`src/design/CorePkg.sv`:
```
`default_nettype none

package CorePkg;

    // ------------------------------
    // Widths and basic types
    // ------------------------------

    localparam int XLEN = 32;           // Data word width

    typedef logic [XLEN-1:0] Data;
    typedef logic [31:0]     InstAddr;  // Byte address of an instruction
    typedef logic [4:0]      GPRAddr;

    // ------------------------------
    // Encodings
    // ------------------------------

    // RV32I major opcodes
    typedef enum logic [6:0] {
        OPC_OP     = 7'b0110011,
        OPC_OP_IMM = 7'b0010011,
        OPC_LUI    = 7'b0110111,
        OPC_AUIPC  = 7'b0010111,
        OPC_LOAD   = 7'b0000011,
        OPC_STORE  = 7'b0100011,
        OPC_BRANCH = 7'b1100011,
        OPC_JAL    = 7'b1101111,
        OPC_JALR   = 7'b1100111
    } Opcode;

    typedef enum logic [3:0] {
        ALU_ADD, ALU_SUB, ALU_SLL, ALU_SLT, ALU_SLTU, ALU_XOR,
        ALU_SRL, ALU_SRA, ALU_OR, ALU_AND,
        ALU_COPY_B                      // LUI immediate passes straight through
    } AluOp;

    typedef enum logic [1:0] {PC_PLUS4, PC_BRANCH, PC_JAL, PC_JALR} PcNextSel;
    typedef enum logic [1:0] {OPA_RS1, OPA_PC, OPA_ZERO} OperandASel;
    typedef enum logic       {OPB_RS2, OPB_IMM} OperandBSel;
    typedef enum logic [1:0] {WR_ALU, WR_MEM, WR_PC_PLUS4} WrDataSel;

    // ------------------------------
    // Shared structs
    // ------------------------------

    typedef struct packed {
        GPRAddr     rs1;
        GPRAddr     rs2;
        GPRAddr     rd;
        logic [2:0] funct3;
        Data        imm;                // Sign extended for every format
    } DecodedInst;

    typedef struct packed {
        AluOp       aluOp;
        OperandASel opASel;
        OperandBSel opBSel;
        WrDataSel   wrDataSel;
        PcNextSel   pcNextSel;
        logic       regWe;
        logic       memWe;
        logic       memRe;
    } CtrlSignals;

    // Data bus request, core to data memory
    typedef struct packed {
        Data  addr;
        logic we;
        Data  wdata;
    } DataBusReq;

    // One retired instruction
    typedef struct packed {
        logic    valid;
        InstAddr pc;
        Data     inst;
        logic    regWe;
        GPRAddr  rd;
        Data     regData;
        logic    memWe;
        Data     memAddr;
        Data     memData;
    } RetireInfo;

endpackage

`default_nettype wire

```
`src/design/InstDecoder.sv`:
```
`timescale 1ns/1ps
`default_nettype none

module InstDecoder (
    input  CorePkg::Data        i_inst,  // Raw instruction word
    output CorePkg::DecodedInst o_dec);  // Register fields and immediate

    import CorePkg::*;

    Opcode opcode;

    assign opcode = Opcode'(i_inst[6:0]);

    always_comb begin
        o_dec.rs1    = i_inst[19:15];
        o_dec.rs2    = i_inst[24:20];
        o_dec.rd     = i_inst[11:7];
        o_dec.funct3 = i_inst[14:12];

        // Immediate format follows the opcode
        case (opcode)
            OPC_STORE:                   // S format
                o_dec.imm = {{20{i_inst[31]}}, i_inst[31:25], i_inst[11:7]};
            OPC_BRANCH:                  // B format, bit 0 always zero
                o_dec.imm = {{19{i_inst[31]}}, i_inst[31], i_inst[7],
                             i_inst[30:25], i_inst[11:8], 1'b0};
            OPC_LUI, OPC_AUIPC:          // U format
                o_dec.imm = {i_inst[31:12], 12'b0};
            OPC_JAL:                     // J format
                o_dec.imm = {{11{i_inst[31]}}, i_inst[31], i_inst[19:12],
                             i_inst[20], i_inst[30:21], 1'b0};
            default:                     // I format for OP_IMM, LOAD, JALR
                o_dec.imm = {{20{i_inst[31]}}, i_inst[31:20]};
        endcase
    end

endmodule

`default_nettype wire

```
`src/design/DatapathController.sv`:
```
`timescale 1ns/1ps
`default_nettype none

module DatapathController (
    input  CorePkg::Data        i_inst,  // Raw instruction word
    output CorePkg::CtrlSignals o_ctrl); // Control word for the datapath

    import CorePkg::*;

    Opcode      opcode;
    logic [2:0] funct3;
    logic       altOp;     // funct7 bit 5, picks SUB or SRA
    AluOp       arithOp;   // Operation for OP and OP_IMM

    assign opcode = Opcode'(i_inst[6:0]);
    assign funct3 = i_inst[14:12];

    // ADDI has no SUB form, bit 30 there is immediate data
    assign altOp = i_inst[30] & ((opcode == OPC_OP) | (funct3 == 3'b101));

    always_comb begin
        case (funct3)
            3'b000:  arithOp = altOp ? ALU_SUB : ALU_ADD;
            3'b001:  arithOp = ALU_SLL;
            3'b010:  arithOp = ALU_SLT;
            3'b011:  arithOp = ALU_SLTU;
            3'b100:  arithOp = ALU_XOR;
            3'b101:  arithOp = altOp ? ALU_SRA : ALU_SRL;
            3'b110:  arithOp = ALU_OR;
            default: arithOp = ALU_AND;
        endcase
    end

    always_comb begin
        // No-op defaults
        o_ctrl.aluOp     = ALU_ADD;      // Address and link arithmetic
        o_ctrl.opASel    = OPA_RS1;
        o_ctrl.opBSel    = OPB_IMM;
        o_ctrl.wrDataSel = WR_ALU;
        o_ctrl.pcNextSel = PC_PLUS4;
        o_ctrl.regWe     = 1'b0;
        o_ctrl.memWe     = 1'b0;
        o_ctrl.memRe     = 1'b0;

        case (opcode)
            OPC_OP: begin
                o_ctrl.aluOp  = arithOp;
                o_ctrl.opBSel = OPB_RS2;
                o_ctrl.regWe  = 1'b1;
            end
            OPC_OP_IMM: begin
                o_ctrl.aluOp = arithOp;
                o_ctrl.regWe = 1'b1;
            end
            OPC_LUI: begin
                o_ctrl.aluOp  = ALU_COPY_B;
                o_ctrl.opASel = OPA_ZERO;
                o_ctrl.regWe  = 1'b1;
            end
            OPC_AUIPC: begin
                o_ctrl.opASel = OPA_PC;  // PC + upper immediate
                o_ctrl.regWe  = 1'b1;
            end
            OPC_LOAD: begin
                o_ctrl.wrDataSel = WR_MEM;
                o_ctrl.regWe     = 1'b1;
                o_ctrl.memRe     = 1'b1;
            end
            OPC_STORE:  o_ctrl.memWe = 1'b1;
            OPC_BRANCH: o_ctrl.pcNextSel = PC_BRANCH;
            OPC_JAL: begin
                o_ctrl.pcNextSel = PC_JAL;
                o_ctrl.wrDataSel = WR_PC_PLUS4;   // Link register gets PC+4
                o_ctrl.regWe     = 1'b1;
            end
            OPC_JALR: begin
                o_ctrl.pcNextSel = PC_JALR;
                o_ctrl.wrDataSel = WR_PC_PLUS4;
                o_ctrl.regWe     = 1'b1;
            end
            default: ;                   // Unknown opcode stays a no-op
        endcase
    end

endmodule

`default_nettype wire

```
`src/design/GPRegisters.sv`:
```
`timescale 1ns/1ps
`default_nettype none

module GPRegisters (
    input  logic            i_clock,
    input  logic            i_rstN,
    input  logic            i_we,      // Write enable
    input  CorePkg::GPRAddr i_waddr,
    input  CorePkg::Data    i_wdata,
    input  CorePkg::GPRAddr i_raddrA,
    input  CorePkg::GPRAddr i_raddrB,
    output CorePkg::Data    o_rdataA,
    output CorePkg::Data    o_rdataB);

    import CorePkg::*;

    Data regs [1:31];                  // x0 has no storage

    always_ff @(posedge i_clock or negedge i_rstN) begin
        if (!i_rstN) begin
            for (int i = 1; i < 32; i++)
                regs[i] <= '0;
        end else if (i_we && (i_waddr != '0)) begin
            regs[i_waddr] <= i_wdata;  // Writes to x0 dropped
        end
    end

    // Combinational reads, x0 reads as zero
    assign o_rdataA = (i_raddrA == '0) ? '0 : regs[i_raddrA];
    assign o_rdataB = (i_raddrB == '0) ? '0 : regs[i_raddrB];

endmodule

`default_nettype wire

```
`src/design/Alu.sv`:
```
`timescale 1ns/1ps
`default_nettype none

module Alu (
    input  CorePkg::AluOp i_op,
    input  CorePkg::Data  i_dataA,
    input  CorePkg::Data  i_dataB,
    output CorePkg::Data  o_result);

    import CorePkg::*;

    logic [4:0] shamt;                 // Shift amount

    assign shamt = i_dataB[4:0];

    always_comb begin
        case (i_op)
            ALU_ADD:    o_result = i_dataA + i_dataB;
            ALU_SUB:    o_result = i_dataA - i_dataB;
            ALU_SLL:    o_result = i_dataA << shamt;
            ALU_SLT:    o_result = Data'($signed(i_dataA) < $signed(i_dataB));
            ALU_SLTU:   o_result = Data'(i_dataA < i_dataB);
            ALU_XOR:    o_result = i_dataA ^ i_dataB;
            ALU_SRL:    o_result = i_dataA >> shamt;
            ALU_SRA:    o_result = $unsigned($signed(i_dataA) >>> shamt);  // Sign fill
            ALU_OR:     o_result = i_dataA | i_dataB;
            ALU_AND:    o_result = i_dataA & i_dataB;
            ALU_COPY_B: o_result = i_dataB;
            default:    o_result = '0;
        endcase
    end

endmodule

`default_nettype wire

```
`src/design/BranchUnit.sv`:
```
`timescale 1ns/1ps
`default_nettype none

module BranchUnit (
    input  CorePkg::PcNextSel i_sel,      // Next PC choice from control
    input  logic [2:0]        i_funct3,   // Branch condition
    input  CorePkg::Data      i_dataRS1,
    input  CorePkg::Data      i_dataRS2,
    input  CorePkg::InstAddr  i_pc,
    input  CorePkg::Data      i_imm,
    output CorePkg::InstAddr  o_pcNext);

    import CorePkg::*;

    logic    isEqual;
    logic    isLessSigned;
    logic    isLessUnsigned;
    logic    taken;
    InstAddr pcPlus4;
    InstAddr pcTarget;                 // Branch and JAL target
    InstAddr jalrTarget;

    assign isEqual        = i_dataRS1 == i_dataRS2;
    assign isLessSigned   = $signed(i_dataRS1) < $signed(i_dataRS2);
    assign isLessUnsigned = i_dataRS1 < i_dataRS2;

    always_comb begin
        case (i_funct3)
            3'b000:  taken = isEqual;          // BEQ
            3'b001:  taken = !isEqual;         // BNE
            3'b100:  taken = isLessSigned;     // BLT
            3'b101:  taken = !isLessSigned;    // BGE
            3'b110:  taken = isLessUnsigned;   // BLTU
            3'b111:  taken = !isLessUnsigned;  // BGEU
            default: taken = 1'b0;
        endcase
    end

    assign pcPlus4    = i_pc + 32'd4;
    assign pcTarget   = i_pc + i_imm;
    assign jalrTarget = (i_dataRS1 + i_imm) & ~32'd1;  // Bit 0 cleared

    always_comb begin
        case (i_sel)
            PC_BRANCH: o_pcNext = taken ? pcTarget : pcPlus4;
            PC_JAL:    o_pcNext = pcTarget;
            PC_JALR:   o_pcNext = jalrTarget;
            default:   o_pcNext = pcPlus4;
        endcase
    end

endmodule

`default_nettype wire

```
`src/design/CoreSC.sv`:
```
`timescale 1ns/1ps
`default_nettype none

module CoreSC #(
    parameter int DATA_WORDS = 256)          // Data memory depth in words
(
    input  logic               i_clock,
    input  logic               i_rstN,
    input  logic               i_run,        // High runs one instruction per cycle
    input  CorePkg::Data       i_inst,       // Fetched instruction
    input  CorePkg::Data       i_memRdata,   // Data memory read value
    output CorePkg::InstAddr   o_instAddr,
    output CorePkg::DataBusReq o_dataReq,
    output CorePkg::RetireInfo o_retire);

    import CorePkg::*;

    localparam Data ADDR_MASK = Data'(DATA_WORDS * 4 - 1);  // Bytes inside data memory

    InstAddr    pc;
    InstAddr    pcNext;
    InstAddr    pcPlus4;
    DecodedInst dec;
    CtrlSignals ctrl;
    Data        rdataA;
    Data        rdataB;
    Data        operandA;
    Data        operandB;
    Data        aluResult;
    Data        loadData;
    Data        wrData;
    logic       regWe;
    logic       memWe;

    // ------------------------------
    // Program counter
    // ------------------------------

    always_ff @(posedge i_clock or negedge i_rstN) begin
        if (!i_rstN)
            pc <= '0;
        else if (i_run)
            pc <= pcNext;                    // Holds while paused
    end

    assign pcPlus4    = pc + 32'd4;
    assign o_instAddr = pc;

    // ------------------------------
    // Decode and control
    // ------------------------------

    InstDecoder
    dec0 (
        .i_inst (i_inst),
        .o_dec  (dec));

    DatapathController
    dpCtrl (
        .i_inst (i_inst),
        .o_ctrl (ctrl));

    assign regWe = ctrl.regWe & i_run;
    assign memWe = ctrl.memWe & i_run;

    GPRegisters
    gpr (
        .i_clock  (i_clock),
        .i_rstN   (i_rstN),
        .i_we     (regWe),
        .i_waddr  (dec.rd),
        .i_wdata  (wrData),
        .i_raddrA (dec.rs1),
        .i_raddrB (dec.rs2),
        .o_rdataA (rdataA),
        .o_rdataB (rdataB));

    // ------------------------------
    // Execute
    // ------------------------------

    always_comb begin
        case (ctrl.opASel)
            OPA_PC:   operandA = pc;         // AUIPC
            OPA_ZERO: operandA = '0;
            default:  operandA = rdataA;
        endcase
    end

    assign operandB = (ctrl.opBSel == OPB_IMM) ? dec.imm : rdataB;

    Alu
    alu (
        .i_op     (ctrl.aluOp),
        .i_dataA  (operandA),
        .i_dataB  (operandB),
        .o_result (aluResult));

    BranchUnit
    brUnit (
        .i_sel     (ctrl.pcNextSel),
        .i_funct3  (dec.funct3),
        .i_dataRS1 (rdataA),
        .i_dataRS2 (rdataB),
        .i_pc      (pc),
        .i_imm     (dec.imm),
        .o_pcNext  (pcNext));

    // ------------------------------
    // Writeback and data bus
    // ------------------------------

    assign loadData = ctrl.memRe ? i_memRdata : '0;

    always_comb begin
        case (ctrl.wrDataSel)
            WR_MEM:      wrData = loadData;
            WR_PC_PLUS4: wrData = pcPlus4;   // Link address
            default:     wrData = aluResult;
        endcase
    end

    assign o_dataReq.addr  = aluResult & ADDR_MASK;
    assign o_dataReq.we    = memWe;
    assign o_dataReq.wdata = rdataB;         // Store data from rs2

    // Record of the instruction committing at the next edge
    always_comb begin
        o_retire.valid   = i_run;
        o_retire.pc      = pc;
        o_retire.inst    = i_inst;
        o_retire.regWe   = regWe;
        o_retire.rd      = dec.rd;
        o_retire.regData = wrData;
        o_retire.memWe   = memWe;
        o_retire.memAddr = aluResult;        // Full architectural address
        o_retire.memData = rdataB;
    end

endmodule

`default_nettype wire

```
`config.mk`:
```
export PLATFORM = sky130hd
export DESIGN_NAME = CoreSC
export DESIGN_NICKNAME = d
export VERILOG_FILES = /design/src/design/CorePkg.sv /design/src/design/InstDecoder.sv /design/src/design/DatapathController.sv /design/src/design/GPRegisters.sv /design/src/design/Alu.sv /design/src/design/BranchUnit.sv /design/src/design/CoreSC.sv
export SDC_FILE = /design/constraint.sdc
export NUM_CORES = 2
export LEC_CHECK = 0
export BUFFER_PORTS_ARGS = -buffer_cell sky130_fd_sc_hd__buf_2
export CAP_MARGIN = 10
export CORE_UTILIZATION = 65
export DETAILED_ROUTE_END_ITERATION = 12
export PLACE_DENSITY = 0.84
export SLEW_MARGIN = 20
export SYNTH_ARGS = -nofsm -noshare
export SYNTH_HDL_FRONTEND = slang
export SYNTH_HIERARCHICAL = 1
export SYNTH_SLANG_ARGS = --single-unit
```
`constraint.sdc`:
```
create_clock -name i_clock -period 11.4 [get_ports i_clock]
set_input_delay 0.57 -clock i_clock [delete_from_list [all_inputs] [get_ports i_clock]]
set_output_delay 0.57 -clock i_clock [all_outputs]
set_load 0.02 [all_outputs]
```
==> results of run 1 <==
## per-layer routing
layer | global-route usage (%) | overflow
met1 | 86.9 | 42
met2 | 94.2 | 155
met3 | 77.9 | 61
met4 | 81.5 | 141
met5 | 57.4 | 6
## cells by family after synthesis
| logic type | after synthesis | share of synthesized area, % |
|---|---|---|
| AO/OA/AOI/OAI | 1212 | 11.9 |
| flip-flops | 1024 | 35.6 |
| adder cells (fa/ha/maj) | 203 | 3.57 |
| multiplexers | 1810 | 33.9 |
| other | 1 | 0.00520 |
| XOR/XNOR | 115 | 1.40 |
| AND/OR/NAND/NOR | 1111 | 7.69 |
| buffers and inverters | 880 | 6.00 |
## cells in the mapped netlist, types with 56 or more instances
cell,n,area share [%]
a21o_1,64,0.67
clkbuf_1,292,1.5
mux4_2,391,12
o21ai_0,168,1.2
nor2_1,281,1.5
nor3_1,56,0.39
xnor2_1,65,0.79
dfrtp_1,1024,36
buf_2,161,1.1
nand3_1,97,0.67
nor2b_1,73,0.63
a211oi_1,101,1.1
a21oi_1,209,1.5
inv_1,173,0.90
ha_1,199,3.5
mux2i_1,309,4.3
o22ai_1,123,1.1
nand2_1,303,1.6
mux2_2,1093,17
buf_4,184,1.9
## metrics by stage
| step | cells | utilization, % | setup WS, ns |
|---|---|---|---|
| after floorplan | 6377 | - | 4.06 |
| after global placement | 7674 | 67.9 | 1.85 |
| after detailed placement | 7676 | 67.9 | 2.25 |
| after CTS | 7867 | 71.1 | 2.11 |
## what timing repair did
item | CTS
setup endpoints to repair | 0
hold buffers | 1
gates resized for setup | 0
endpoints found under the hold margin | 88
==> results.md, run 1 <==
* Status: did not finish
* Post-CTS setup buffers at 0
* Synth cell types at 115
* CTS Sinks at 1,024
* Seq/Total Area, Yosys at 35.6%
* Flops & latches, synth at 1,024
* IO Count at 332
* Total Routing Usage GR at 85.4%
* Halt Stage: 5_1_grt
* Root buf cell: clkbuf_16
* Async set or reset register ratio after synthesis at 100%
* Number of core rows at 121
* Initial Util at 65.8%
* YS warnings at 6
* Die X at 335 um
* Port-buffer cells at 309
* Congestion Overflow GR at 405
* H-tree levels at 3
* Synth Cell Area at 72,100 um^2
* Antenna violations before repair at 72
* Post-detail-place hpwl at 220,000 um
* Main synth FF type: dfrtp_1
* Max Root-Sink Buffers at 3
* Placed Instance Area at 74,300 um^2
* Die Ht at 335 um
* GPL Wtd Cong at 1.08
* Largest net degree at the start of global routing at 185
* Post-synth EDFFs at 0
* Error msg: [ERROR GRT-0232] Routing congestion too high. Check the congestion heatmap in the GUI.
* Syn_area_per_cell at 11.3 um^2
* Total CTS buffers at 104
* Cells after synthesis at 6,356
==> run 2: changes to the inputs <==
--- a/config.mk
+++ b/config.mk
@@ -7,9 +7,9 @@
 export LEC_CHECK = 0
 export BUFFER_PORTS_ARGS = -buffer_cell sky130_fd_sc_hd__buf_2
 export CAP_MARGIN = 10
-export CORE_UTILIZATION = 65
+export CORE_UTILIZATION = 40
 export DETAILED_ROUTE_END_ITERATION = 12
-export PLACE_DENSITY = 0.84
+export PLACE_DENSITY_LB_ADDON = 0.15
 export SLEW_MARGIN = 20
 export SYNTH_ARGS = -nofsm -noshare
 export SYNTH_HDL_FRONTEND = slang
==> run 2 against run 1 <==
- the flow now finishes without violations
- synthesized cell count stayed put
- area after synthesis stayed put
==> results.md, run 2 <==
* Status: finished, final reports clean
* Post-CTS setup buffers at 0
* Crit path kind: in2out
* Count leader, synth: mux2_2
* Crit path to: o_retire[79]
* Number of global-route vias before repair at 57.4k
* Syn_area_per_cell at 11.3 um^2
* Worst path max stage delay at 0.72 ns
* Pleak at 36.6 nW
* CP arrival at 8.61 ns
* DRC at 0
* Synth Cell Area at 72,100 um^2
* Via count at 59.0k
* Top post-synthesis cells by area: dfrtp_1 (36%), mux2_2 (17%), mux4_2 (12%)
* Slew headroom at 13.2%
* Main synth FF type: dfrtp_1
* Top cell by count, worst path: buf_4
* Post-detail-place hpwl at 218,000 um
* Setup crit end kind: output pin
* Total Routing Usage GR at 35.0%
* Synth cell types at 115
* R2r setup slk at 4.39 ns
* Total CTS buffers at 118
* Synth top area share at 35.6%
* IO Count at 332
* GPL Wtd Cong at 1.03
* CP Cell Sequence: buf_8, nor2b_1, and2_2, buf_4, a2111oi_1, buf_4, nor4_2, mux2_2, clkinv_1, ha_1, inv_1, o221ai_1, nor4b_1, o21ai_1, a211oi_1, nand2_1, o21ai_0, o21ai_0, o211ai_1, nand2_1, o221ai_2, buf_4, buf_2
* Nets at 6,607
* Register with the most flip-flops: gpr/regs
* CTS clk-pin slew, worst paths at 0.06 ns
* Final hold violations at 0
* Post-synth EDFFs at 0
* YS warnings at 6
* Critical path launch point type: input port
* CP bufs+invs at 7
* Type of the most critical hold path: in2async
* Min Tclk post-route at 9.18 ns
* H-tree levels at 3
* Reg2reg path depth at 20
* Area delta synth->final at 10.8%
* Seq/Total Area, Yosys at 35.6%
* Yosys top cell by area: dfrtp_1
* CTS Sinks at 1,024
* Vias/cell at 6.70
* Layout cells sized above 1 at 37.3%
* CTS tree: built
* WP data required at 10.83 ns
* Dpl cells at 8,569
* R2R Path End: gpr/regs[782]$_DFFE_PN0P_
* Number of core rows at 155
* Pwr per Cell Area at 136 nW/um^2
* Final Setup Violations at 0
* Cells after synthesis at 6,356
* Max Slew Vio Count at 0
* MaxCap Viol Count at 0
* Crit path max-delay cell type: nor4_2
* Routed wire length at 324,000 um
* Die X at 426 um
* Cell Count, Final, Fillers Out at 8,805
* Antenna violations before repair at 19
* Post-synth top cells: mux2_2 (1,093), dfrtp_1 (1,024), mux4_2 (391), mux2i_1 (309), nand2_1 (303)
* Most common cell after layout, fill and taps aside: mux2_2
* Crit. path cell count at 23
* Congestion Overflow GR at 0
* Worst Clk Skew at 0.0834 ns
* FF-to-FF Start: gpr/regs[612]$_DFFE_PN0P_
* RSZ-0062 raised after global routing: no
* Fin Setup TNS at 0 ns
* Delay-heaviest family, CP: compound AO/OA/AOI/OAI gates
* Crit path max fanout at 46
* Flops & latches, synth at 1,024
* Global-route wire length before repair at 452,000 um
* Max FFs per register at 992
* Fill cells at 16.7k
* DRT iter0 DRCs at 7,305
* WL/cell at 36.8 um
* TritonRoute pass-1 iters at 8
* Max Clk Rate at 109 MHz
* Die Ht at 426 um
* Final ANT Viol Nets at 0
* Async set or reset register ratio after synthesis at 100%
* Port-buffer cells at 309
* Largest net degree at the start of global routing at 165
* Root buf cell: clkbuf_16
* Core Area at 179,000 um^2
* Clock latency on the worst-skew pair at 0.80 ns
* Setup crit start: i_inst[21]
* Max rail drop VDD at 0.000125 V
* Full die area at 182,000 um^2
* Crit share post-route at 80.6%
* Commonest cells after routing, fill and taps aside: mux2_2 (1,091), dfrtp_1 (1,024), mux4_2 (391)
* Max Root-Sink Buffers at 3
* Worst Max-Slew Pin Slew at 1.30 ns
* Final hold slack at 0.428 ns
* Initial Util at 40.3%
## run 2: cell counts after synthesis
No cell type changed its count.
## run 2: repair_timing
action | CTS | global route
endpoints found under the setup margin | 0 | 0
resized for setup | 0 | 0
hold endpoints to repair | 95 | 0
hold buffers | 1 | 0
## run 2: area by class of cell
cell class	count	area [um^2]	area share, %
multi-input cells	4473	42900	53.7
flip-flops and latches	1024	25600	32.1
repair buffers	545	3510	4.39
clock buffers	172	3480	4.36
well taps	2355	2950	3.69
clock inverters	50	697	0.873
inverters	175	657	0.823
diodes	11	27.5	0.0345
## run 2: metal layers
layer / part of all wire (%) / vias up / GRT usage [%]
li1: - / 24000 / -
met1: 40 / 30800 / 45.1
met2: 44 / 3291 / 53.0
met3: 8.9 / 894 / 8.14
met4: 7.4 / 14 / 22.4
met5: 0.031 / - / 0
## run 2: cell families after synthesis
kind of cell,after synthesis,synth area share [%]
AO/OA/AOI/OAI,1212,11.9
flip-flops,1024,35.6
multiplexers,1810,33.9
AND/OR/NAND/NOR,1111,7.69
XOR/XNOR,115,1.40
other,1,0.00520
buffers and inverters,880,6.00
adder cells (fa/ha/maj),203,3.57
## run 2: through the flow
stage          util, %  setup WS (ns)  power [mW]  area, um^2
2_1_floorplan        -           4.06        5.62       72100
3_3_place_gp      42.3           2.33        6.75       75600
3_5_place_dp      42.3           2.54        6.76       75600
4_1_cts           44.7           2.51        10.9       79800
5_1_grt           44.7           2.20        11.2       79800
6_report          44.7           2.22        10.9       79800
## run 2: how the worst min path moves through the flow
| stage | startpoint | end | slack (ns) |
|---|---|---|---|
| CTS | i_rstN | o_instAddr[17]$_DFFE_PN0P_ | 0.43 |
| floorplan | i_rstN | gpr/regs[0]$_DFFE_PN0P_ | 0.27 |
| global placement | gpr/regs[107]$_DFFE_PN0P_ | gpr/regs[107]$_DFFE_PN0P_ | 0.48 |
| detailed placement | gpr/regs[98]$_DFFE_PN0P_ | gpr/regs[98]$_DFFE_PN0P_ | 0.49 |
| global route | i_rstN | o_instAddr[17]$_DFFE_PN0P_ | 0.50 |
| finish | i_rstN | o_instAddr[17]$_DFFE_PN0P_ | 0.43 |
## run 2: where the power goes
part           total [mW]  switching, mW  internal [mW]
Clock                4.08           1.67           2.41
Sequential           3.91          0.142           3.77
Combinational        2.88           1.98          0.906
Total                10.9           3.79           7.09
## run 2: worst register-to-register path: stages, from the launching register on
cell and delay [ns]:
dfrtp_1 0.40, mux4_2 0.45, nor2b_1 0.14, a211oi_1 0.58, nor4_2 0.11, buf_4 0.19, mux2_2 0.35, inv_1 0.51
ha_1 0.46, o21a_1 0.15, o31a_1 0.15, o21ai_0 0.46, a21oi_1 0.28, a31oi_1 0.46, o21ai_0 0.12, o21ai_0 0.47
o211ai_1 0.58, nand2_1 0.22, o221ai_2 0.14, buf_4 0.30, mux2_2 0.37
Power figures use the tool's default switching activity.
